`config.mk`:
```
export PLATFORM = sky130hd
export DESIGN_NAME = cache
export DESIGN_NICKNAME = d
export VERILOG_FILES = /design/src/design/cache_pkg.sv /design/src/design/cache_ctrl_if.sv /design/src/design/cache.sv /design/src/design/cache_control.sv /design/src/design/cache_datapath.sv /design/src/design/line_array.sv /design/src/design/meta_array.sv
export SDC_FILE = /design/constraint.sdc
export NUM_CORES = 2
export LEC_CHECK = 0
export ABC_CLOCK_PERIOD_IN_PS = 8200
export BUFFER_PORTS_ARGS = -buffer_cell sky130_fd_sc_hd__buf_2
export CAP_MARGIN = 40
export CORE_AREA = 2 2 766 768
export DETAILED_ROUTE_END_ITERATION = 8
export DIE_AREA = 0 0 768 770
export SLEW_MARGIN = 20
export SYNTH_ARGS = -nofsm -noshare
export SYNTH_HDL_FRONTEND = slang
export SYNTH_MEMORY_MAX_BITS = 65536
export SYNTH_SLANG_ARGS = --single-unit
```
`constraint.sdc`:
```
create_clock -name clk -period 8.2 [get_ports clk]
set_input_delay 1.64 -clock clk [delete_from_list [all_inputs] [get_ports clk]]
set_output_delay 1.64 -clock clk [all_outputs]
set_load 0.02 [all_outputs]
```
`src/design/cache_pkg.sv`:
```
// Shared cache geometry and vector types, referenced by scoped name from the cache RTL
package cache_pkg;

    localparam int S_OFFSET   = 5;
    localparam int S_INDEX    = 3;
    localparam int S_TAG      = 24;
    localparam int NUM_SETS   = 8;
    localparam int LINE_BYTES = 32;

    typedef logic [31:0]             word_t;      // Address or data word
    typedef logic [8*LINE_BYTES-1:0] line_t;      // One 256-bit line
    typedef logic [S_TAG-1:0]        tag_t;
    typedef logic [S_INDEX-1:0]      index_t;
    typedef logic [LINE_BYTES-1:0]   byte_mask_t; // One bit per line byte

endpackage

```
`src/design/cache_ctrl_if.sv`:
```
// Command and status bundle between the cache FSM and the cache datapath
`timescale 1ns/100ps

interface cache_ctrl_if;

    logic store_hit;    // Masked write into hit way
    logic fill_line;    // Load victim way from memory
    logic touch_lru;
    logic wb_sel;       // Victim address onto memory bus
    logic hit;
    logic victim_dirty;

    modport ctrl (
        output store_hit,
        output fill_line,
        output touch_lru,
        output wb_sel,
        input  hit,
        input  victim_dirty
    );

    modport dp (
        input  store_hit,
        input  fill_line,
        input  touch_lru,
        input  wb_sel,
        output hit,
        output victim_dirty
    );

endinterface

```
`src/design/cache.sv`:
```
// Cache top level joining the FSM and the datapath, with plain processor and memory ports
`timescale 1ns/100ps

module cache (
    input  logic                  clk,
    input  logic                  rst_n,
    input  cache_pkg::word_t      mem_address,
    input  logic                  mem_read,
    input  logic                  mem_write,
    input  cache_pkg::byte_mask_t mem_byte_enable256,
    input  cache_pkg::line_t      mem_wdata256,
    output cache_pkg::line_t      mem_rdata256,
    output logic                  mem_resp,
    output cache_pkg::word_t      pmem_address,
    output logic                  pmem_read,
    output logic                  pmem_write,
    input  cache_pkg::line_t      pmem_rdata,
    output cache_pkg::line_t      pmem_wdata,
    input  logic                  pmem_resp
);

    cache_ctrl_if ctl_bus ();

    cache_control u_control (
        .clk        (clk),
        .rst_n      (rst_n),
        .ctl        (ctl_bus.ctrl),
        .mem_read   (mem_read),
        .mem_write  (mem_write),
        .mem_resp   (mem_resp),
        .pmem_read  (pmem_read),
        .pmem_write (pmem_write),
        .pmem_resp  (pmem_resp)
    );

    cache_datapath u_datapath (
        .clk                (clk),
        .rst_n              (rst_n),
        .ctl                (ctl_bus.dp),
        .mem_address        (mem_address),
        .mem_byte_enable256 (mem_byte_enable256),
        .mem_wdata256       (mem_wdata256),
        .mem_rdata256       (mem_rdata256),
        .pmem_rdata         (pmem_rdata),
        .pmem_wdata         (pmem_wdata),
        .pmem_address       (pmem_address)
    );

endmodule

```
`src/design/cache_control.sv`:
```
// Cache FSM sequencing compare, write-back and fill for one processor request at a time
`timescale 1ns/100ps

module cache_control (
    input  logic        clk,
    input  logic        rst_n,
    cache_ctrl_if.ctrl  ctl,
    input  logic        mem_read,
    input  logic        mem_write,
    output logic        mem_resp,
    output logic        pmem_read,
    output logic        pmem_write,
    input  logic        pmem_resp
);

    typedef enum logic [1:0] {
        IDLE,
        COMPARE,
        WRITEBACK,
        FILL
    } state_t;

    state_t state;
    state_t next_state;

    always_ff @(posedge clk)
    begin
        if (!rst_n)
            state <= IDLE;
        else
            state <= next_state;
    end

    always_comb
    begin
        next_state    = state;
        mem_resp      = 1'b0;
        pmem_read     = 1'b0;
        pmem_write    = 1'b0;
        ctl.store_hit = 1'b0;
        ctl.fill_line = 1'b0;
        ctl.touch_lru = 1'b0;
        ctl.wb_sel    = 1'b0;
        unique case (state)
            IDLE:
            begin
                if (mem_read || mem_write)
                    next_state = COMPARE;
            end
            COMPARE:
            begin
                if (ctl.hit)
                begin
                    mem_resp      = 1'b1;
                    ctl.touch_lru = 1'b1;
                    ctl.store_hit = mem_write;
                    next_state    = IDLE;
                end
                else if (ctl.victim_dirty)
                    next_state = WRITEBACK;
                else
                    next_state = FILL;
            end
            WRITEBACK:
            begin
                pmem_write = 1'b1;
                ctl.wb_sel = 1'b1;
                if (pmem_resp)
                    next_state = FILL;
            end
            FILL:
            begin
                pmem_read = 1'b1;
                if (pmem_resp)
                begin
                    ctl.fill_line = 1'b1;
                    next_state    = COMPARE;    // Request hits on the retry
                end
            end
            default: next_state = IDLE;
        endcase
    end

    pmem_one_dir: assert property (
        @(posedge clk) disable iff (!rst_n) !(pmem_read && pmem_write)
    ) else $error("pmem_read and pmem_write high together");

    store_fill_excl: assert property (
        @(posedge clk) disable iff (!rst_n) !(ctl.store_hit && ctl.fill_line)
    ) else $error("store_hit and fill_line high together");

endmodule

```
`src/design/cache_datapath.sv`:
```
// Two-way cache datapath: tag compare, way enables, LRU, write merge and memory address select
`timescale 1ns/100ps

module cache_datapath (
    input  logic                  clk,
    input  logic                  rst_n,
    cache_ctrl_if.dp              ctl,
    input  cache_pkg::word_t      mem_address,
    input  cache_pkg::byte_mask_t mem_byte_enable256,
    input  cache_pkg::line_t      mem_wdata256,
    output cache_pkg::line_t      mem_rdata256,
    input  cache_pkg::line_t      pmem_rdata,
    output cache_pkg::line_t      pmem_wdata,
    output cache_pkg::word_t      pmem_address
);

    cache_pkg::tag_t   req_tag;
    cache_pkg::index_t req_index;
    cache_pkg::line_t  line_din;
    cache_pkg::line_t  way_line [2];
    cache_pkg::tag_t   way_tag [2];
    cache_pkg::tag_t   victim_tag;
    logic [1:0]        way_valid;
    logic [1:0]        way_dirty;
    logic [1:0]        way_hit;
    logic [1:0]        victim_sel;
    logic              lru;

    assign req_tag   = mem_address[cache_pkg::S_OFFSET + cache_pkg::S_INDEX +: cache_pkg::S_TAG];
    assign req_index = mem_address[cache_pkg::S_OFFSET +: cache_pkg::S_INDEX];

    assign victim_sel = {lru, ~lru};    // LRU bit names the victim way
    assign line_din   = ctl.store_hit ? mem_wdata256 : pmem_rdata;

    for (genvar w = 0; w < 2; w++)
    begin : g_way
        logic                  sel_store;
        logic                  sel_fill;
        cache_pkg::byte_mask_t line_we;

        assign way_hit[w] = way_valid[w] && (way_tag[w] == req_tag);
        assign sel_store  = ctl.store_hit && way_hit[w];
        assign sel_fill   = ctl.fill_line && victim_sel[w];
        assign line_we    = sel_fill  ? '1 :
                            sel_store ? mem_byte_enable256 : '0;

        line_array u_line (
            .clk      (clk),
            .rst_n    (rst_n),
            .write_en (line_we),
            .index    (req_index),
            .din      (line_din),
            .dout     (way_line[w])
        );

        meta_array #(.WIDTH(cache_pkg::S_TAG)) u_tag (
            .clk   (clk),
            .rst_n (rst_n),
            .load  (sel_fill),
            .index (req_index),
            .din   (req_tag),
            .dout  (way_tag[w])
        );

        meta_array #(.WIDTH(1)) u_valid (
            .clk   (clk),
            .rst_n (rst_n),
            .load  (sel_fill),
            .index (req_index),
            .din   (1'b1),
            .dout  (way_valid[w])
        );

        // Set on store, cleared on fill
        meta_array #(.WIDTH(1)) u_dirty (
            .clk   (clk),
            .rst_n (rst_n),
            .load  (sel_store || sel_fill),
            .index (req_index),
            .din   (ctl.store_hit),
            .dout  (way_dirty[w])
        );
    end

    meta_array #(.WIDTH(1)) u_lru (
        .clk   (clk),
        .rst_n (rst_n),
        .load  (ctl.touch_lru),
        .index (req_index),
        .din   (way_hit[0]),            // Way not hit becomes victim
        .dout  (lru)
    );

    assign ctl.hit          = |way_hit;
    assign ctl.victim_dirty = lru ? way_dirty[1] : way_dirty[0];

    assign mem_rdata256 = way_hit[1] ? way_line[1] : way_line[0];
    assign pmem_wdata   = lru ? way_line[1] : way_line[0];
    assign victim_tag   = lru ? way_tag[1] : way_tag[0];

    assign pmem_address = ctl.wb_sel ?
        {victim_tag, req_index, {cache_pkg::S_OFFSET{1'b0}}} :
        {mem_address[31:cache_pkg::S_OFFSET], {cache_pkg::S_OFFSET{1'b0}}};

    store_needs_hit: assert property (
        @(posedge clk) disable iff (!rst_n) ctl.store_hit |-> ctl.hit
    ) else $error("store_hit asserted without a tag hit");

endmodule

```
`src/design/line_array.sv`:
```
// Per-set line storage with byte write enables, used for both masked stores and fills
`timescale 1ns/100ps

module line_array (
    input  logic                  clk,
    input  logic                  rst_n,
    input  cache_pkg::byte_mask_t write_en,
    input  cache_pkg::index_t     index,
    input  cache_pkg::line_t      din,
    output cache_pkg::line_t      dout
);

    cache_pkg::line_t lines [cache_pkg::NUM_SETS];

    always_ff @(posedge clk)
    begin
        for (int i = 0; i < cache_pkg::LINE_BYTES; i++)
        begin
            if (rst_n && write_en[i])   // No writes land while reset held
                lines[index][8*i +: 8] <= din[8*i +: 8];
        end
    end

    assign dout = lines[index];

endmodule

```
`src/design/meta_array.sv`:
```
// Per-set metadata store for tag, valid, dirty and LRU bits, read combinationally
`timescale 1ns/100ps

module meta_array #(
    parameter int WIDTH = 1
) (
    input  logic                  clk,
    input  logic                  rst_n,
    input  logic                  load,
    input  cache_pkg::index_t     index,
    input  logic [WIDTH-1:0]      din,
    output logic [WIDTH-1:0]      dout
);

    logic [WIDTH-1:0] entries [cache_pkg::NUM_SETS];

    always_ff @(posedge clk)
    begin
        if (!rst_n)
        begin
            for (int i = 0; i < cache_pkg::NUM_SETS; i++)
                entries[i] <= '0;
        end
        else if (load)
            entries[index] <= din;
    end

    assign dout = entries[index];

endmodule

```
; After elaboration in Yosys (flattened, before gate mapping)
; Memories as Yosys holds them, arrays and structs flattened.
; Cells that the tools add are included.
[classes]
magnitude_cmp = 0
eq_ne = 8
n_div = 0
bitwise = 1
n_reduce_logical = 83
multipliers = 0
shifts = 0
addsub = 0
muxes = 189
[ops]
columns = op, count
row1 = $mux 256, 3
row2 = $mux 1, 166
row3 = $mux 32, 5
row4 = $mux 24, 3
row5 = $logic_and 1x1->1, 70
row6 = $eq 24x24->1, 2
row7 = $reduce_or 24->1, 2
row8 = $mux 3, 7
row9 = $mux 2, 4
row10 = $pmux 2 s4, 1
row11 = $reduce_or 1->1, 5
row12 = $eq 2x2->1 const B, 2
row13 = $ne 2x2->1 const B, 2
row14 = $logic_or 1x1->1, 3
row15 = $reduce_and 3->1, 1
row16 = $eq 2x1->1 const B, 1
row17 = $logic_not 2->1, 1
row18 = $ne 2x1->1 const B, 1
row19 = $reduce_or 2->1, 1
row20 = $not 1->1, 1
[word_totals]
memories = 9
mem_bits_ro = 0
regBits = 2
mem_bits_rw = 4520
input_bits = 581
wordCells = 291
output_inout_bits = 547
latchBits = 0
[mem_list]
columns = name, words, width, read_ports, rd_ports_with_merged_regs, wr, line_no
row1 = u_datapath.g_way[0].u_line.lines, 8, 256, 1, 0, 1, line_array.sv:13  ; cache_pkg::line_t lines [cache_pkg::NUM_SETS];
row2 = u_datapath.g_way[1].u_line.lines, 8, 256, 1, 0, 1, line_array.sv:13
row3 = u_datapath.g_way[0].u_tag.entries, 8, 24, 1, 0, 8, meta_array.sv:15  ; logic [WIDTH-1:0] entries [cache_pkg::NUM_SETS];
row4 = u_datapath.g_way[1].u_tag.entries, 8, 24, 1, 0, 8, meta_array.sv:15
row5 = u_datapath.g_way[0].u_dirty.entries, 8, 1, 1, 0, 8, meta_array.sv:15
row6 = u_datapath.g_way[0].u_valid.entries, 8, 1, 1, 0, 8, meta_array.sv:15
row7 = +3 memories, -, -, -, -, -, -

; Depth between registers and ports, before layout
; An unclocked memory read counts as a cell.
[logic_depth]
word_depth = 13
mapped_depth = 16
ltp_nobuf = 8

; By module
; Synthesis repeated with hierarchy kept, for this count alone.
[hier_totals]
hier_cells = 8957
hier_area_um2 = 187828.9
[modules_own_cells]
columns = mod, instances, area_each_um2, seq_area_each_um2, cells_per_inst
row1 = line_array, 2, 78651.7, 61499.0, 3288
row2 = meta_array (u_datapath.g_way[0].u_tag ...), 2, 8748.4, 5765.5, 514
row3 = cache_datapath, 1, 10731.5, 0.0, 1146
row4 = meta_array (u_datapath.g_way[0].u_dirty ...), 5, 412.9, 160.2, 36
row5 = cache_control, 1, 232.7, 40.0, 27

; Worst setup path before layout
; No wires, ideal clock.
[synth_timing]
path_kind = input to output
from = in mem_address[6]
to = out mem_rdata256[35]
setup_slack_ns = 1.683
required_time_ns = 6.560
path_stages = 15
arrival_ns = 4.877
path_cell_list = buf_4 > buf_6 > buf_6 > inv_1 > clkbuf_1 > mux4_2 > xnor2_1 > a2111oi_0 > nand4_1 > nor4_1 > buf_2 > buf_2 > buf_2 > nor2_1 > a21oi_1
[synth_via]
elab_chain_len = 4
word_cells_on_any_way = 7
[synth_rtl]
columns = item, line_no
row1 = from (decl), cache.sv:7  ; input cache_pkg::word_t mem_address,
row2 = $mem_v2 8x24, -
row3 = $eq 24x24->1, cache_datapath.sv:41  ; assign way_hit[w] = way_valid[w] && (way_tag[w] == req_tag);
row4 = $logic_and 1x1->1, cache_datapath.sv:41
row5 = $mux 256 *, cache_datapath.sv:97  ; assign mem_rdata256 = way_hit[1] ? way_line[1] : way_line[0];
row6 = to (decl), cache.sv:12  ; output cache_pkg::line_t mem_rdata256,
; Every way passes the cells marked *; elsewhere a longest branch is shown, timed or not.

; Final worst setup path
[layout_timing]
from = in mem_address[6]
to = out mem_rdata256[82]
; The elaborated chain is that of the path after synthesis.

==> results.tsv <==
metric	value	unit
post-CTS setup buffers	0	
Yosys warnings	0	
worst path cell trace	buf_8 > buf_4 > and2_1 > a22oi_1 > a21o_1 > a2111oi_0 > nand4_1 > nor4_2 > buf_12 > buf_12 > buf_4 > nor2_1 > a21oi_1 > buf_2	
status	completed	
Layout area overhead	19.6	%
Buf/Inv on CP	6	
Vias	116350	
area leader, netlist	edfxtp_1	
max-cap viol count	0	
H-tree levels	5	
Congestion Overflow GR	0	
pwr dens	230	nW/um^2
Final ANT Viol Nets	0	
Core Footprint	584000	um^2
number of synthesized flops with an enable pin	4480	
starting DRC count in detailed routing	16684	
Post-Syn Area	180000	um^2
crit path kind	input port to output pin	
hold path endpoint	u_datapath.g_way[1].u_valid.entries[0]	
clk_lat worst skew	1.08	ns
r2r endpoint	u_datapath.g_way[0].u_line.lines[5][136]	
Most used DFF post-synth	edfxtp_1	
Synth area leaders	edfxtp_1 75%, a22oi_1 4.9%, nor2_1 2.3%	
crit-path max cell delay	0.50	ns
critical path arrival	6.29	ns
Crit path max-delay family	buffers and inverters	
Die Wd	768	um
ys async rst share	0	
CTS Buf Count	456	
Hold-fix buffers, CTS	0	
clock share of power	0.406	
initial antenna violation count	71	
Initial Util	0.309	
fin crit share	0.967	
Max FO, Critical Path	51	
die span in y	770	um
clock skew	0.107	ns
Slew @ Worst Pin	1.08	ns
HP Class	flip-flop to flip-flop	
Final Hold Fails	0	
drt total wl	649	mm
vias in the first global route	110364	
Top Ports	1128	
hold path cells	2	
die area	591000	um^2
Synth Instances	11222	
register-to-register setup slack	3.42	ns
Worst setup EP type	output pin	
Syn Area/Cell	16.1	um^2
first-pass GRT wire length	880	mm
Setup-failing EPs final	0	
Fin Setup TNS	0	ns
post-synth cell types	73	
Critical-path top delay cell	a2111oi_0	
Fillers	54678	
layout cells sized above 1	0.252	
Max Fclk	126	MHz
Tmin final	7.93	ns
flops & latches, synth	4522	
Hold Crit Start	u_datapath.g_way[1].u_valid.entries[0]	
CTS root buffer	clkbuf_16	
worst reg-to-reg path cell count	11	
RSZ-0062 raised after global routing	false	
DRT Pass-1 Iters	6	
combinational share of power	0.080	
sequential share of the synthesized area	0.750	
residual DRC count	0	
Max clock buf depth	4	
DR WL/cell	30.7	um
Setup crit start kind	input port	
max-slew violation count	0	
Sw Pwr	11900	uW
IO Port Bufs	1117	
r2r startpoint	u_datapath.g_way[0].u_tag.entries[4][16]	
pin count of the biggest net entering global routing	110	
global-route usage over all layers	0.209	
leakage	0.0737	uW
dpl hpwl	417	mm
PostCTS Resize Cnt	0	
final net count	13504	
Core Rows	281	
Pint	37700	uW
GP Congestion	0.854	
Clk pin slew, worst setup/hold paths	0.06	ns
top cell type's share of synthesized area	0.746	
clock tree from TritonCTS	built	
hold_ws	0.442	ns
DR vias/cell	5.51	
required time of the critical path	6.56	ns
Max VDD drop	0.185	mV
sw frac	0.240	
Rel. slew slack	0.278	
Sink Count	4522	
Sequential Power Share	0.514	
-- layer usage --
metal / global-route usage / wire (um)
met1: 0.287 / 261000
met2: 0.330 / 297000
met3: 0.0389 / 64800
met4: 0.0796 / 25700
met5: 0 / 132
-- power groups by stage --
stage	clock (uW)	combinational, uW	sequential [uW]
3_3_place_gp	0	3910	26000
4_1_cts	20300	3970	25500
6_report	20200	3990	25500
2_1_floorplan	0	1990	26000
3_5_place_dp	0	3950	26000
5_1_grt	21200	4160	25500
-- state kept, by name, summed over array words and instances, names as in the netlist --
name and cells:
u_datapath.g_way.u_dirty.entries 16, u_datapath.g_way.u_valid.entries 16, u_datapath.g_way.u_tag.entries 384, u_datapath.u_lru.entries 8
u_datapath.g_way.u_line.lines 4096, u_control.state 2
-- per-stage QoR --
step                      instances  cell area, um^2  power (uW)   util  worst slack, ns
final                         21122           216000       49700  0.370            0.267
after global routing          21080           216000       50900  0.369            0.175
after CTS                     21067           215000       49800  0.369            0.383
after detailed placement      20235           201000       29900  0.345            0.407
after global placement        20217           201000       29900  0.344            0.454
after floorplan               11226           180000       28000      -             1.68
-- cells in the mapped netlist, types with 13 or more instances --
| master | number |
|---|---|
| a221o_1 | 30 |
| o31ai_1 | 16 |
| mux2_2 | 176 |
| mux2_1 | 16 |
| buf_2 | 110 |
| a22oi_1 | 1187 |
| a31oi_1 | 35 |
| o211ai_1 | 14 |
| a222oi_1 | 22 |
| xnor2_1 | 35 |
| clkbuf_1 | 636 |
| buf_1 | 89 |
| o221ai_1 | 26 |
| nand2_1 | 242 |
| nand3_1 | 38 |
| a21oi_1 | 696 |
| dfxtp_1 | 42 |
| nor3_1 | 56 |
| and3_1 | 239 |
| inv_1 | 17 |
| a211oi_1 | 13 |
| mux2_4 | 240 |
| edfxtp_1 | 4480 |
| a221oi_1 | 237 |
| o21ai_0 | 395 |
| o22ai_1 | 48 |
| mux2i_1 | 380 |
| buf_6 | 31 |
| nand4_1 | 142 |
| and4_1 | 127 |
| buf_4 | 14 |
| a22o_1 | 59 |
| mux4_2 | 129 |
| nor2_1 | 1092 |
-- logic make-up after synthesis --
logic type | count (synthesis) | synth area share
AO/OA/AOI/OAI | 2832 | 0.105
XOR/XNOR | 37 | 0.00180
adder cells (fa/ha/maj) | 4 | 0.000277
other | 1 | 0.0000208
buffers and inverters | 907 | 0.0212
multiplexers | 942 | 0.0692
AND/OR/NAND/NOR | 1977 | 0.0516
flip-flops | 4522 | 0.750
-- worst max path at each step --
stage / from / end / slack [ns] / cells after the start
2_1_floorplan: mem_address[6] / mem_rdata256[35] / 1.68 / 15
3_3_place_gp: mem_address[6] / mem_rdata256[81] / 0.45 / 14
3_5_place_dp: mem_address[6] / mem_rdata256[112] / 0.41 / 14
4_1_cts: mem_address[6] / mem_rdata256[112] / 0.38 / 14
5_1_grt: mem_address[6] / mem_rdata256[82] / 0.17 / 14
6_report: mem_address[6] / mem_rdata256[82] / 0.27 / 14
-- cell usage in the layout, fill, tap and decap left out, types with 27 or more instances in the layout --
master | synthesis | layout
and4_1 | 127 | 126
and3_1 | 239 | 239
a221oi_1 | 237 | 237
bufinv_16 | 0 | 27
clkbuf_1 | 636 | 98
a21oi_1 | 696 | 696
nand2_1 | 242 | 216
xnor2_1 | 35 | 35
o21ai_0 | 395 | 395
nor2_1 | 1092 | 1072
diode_2 | 0 | 47
a221o_1 | 30 | 30
nand4_1 | 142 | 142
mux2_4 | 240 | 240
nor3_1 | 56 | 56
buf_12 | 0 | 101
edfxtp_1 | 4480 | 4480
a31oi_1 | 35 | 35
clkinv_2 | 0 | 79
buf_4 | 14 | 886
mux2i_1 | 380 | 380
mux4_2 | 129 | 129
a22oi_1 | 1187 | 1187
buf_2 | 110 | 1118
clkinv_1 | 9 | 131
o22ai_1 | 48 | 48
dfxtp_1 | 42 | 42
mux2_2 | 176 | 176
clkbuf_16 | 0 | 457
nand3_1 | 38 | 38
a22o_1 | 59 | 59
-- tightest hold or removal path, delay by kind of cell (launching register included) --
| kind | cells | cell delay [ns] |
|---|---|---|
| and+or+nand+nor | 2 | 0.09 |
| DFF | 1 | 0.31 |
-- layout make-up --
cell class                      count  area (um^2)  area share
Antenna cell                       47          118    0.000545
Clock buffer                      555        11800      0.0547
Clock inverter                    277         2480      0.0115
Inverter                           27          116    0.000540
Multi-Input combinational cell   5797        41600       0.193
Sequential cell                  4522       135000       0.628
Tap cell                         7782         9740      0.0451
Timing Repair Buffer             2115        14400      0.0670
Note: power is estimated with default switching activity, not from simulation.
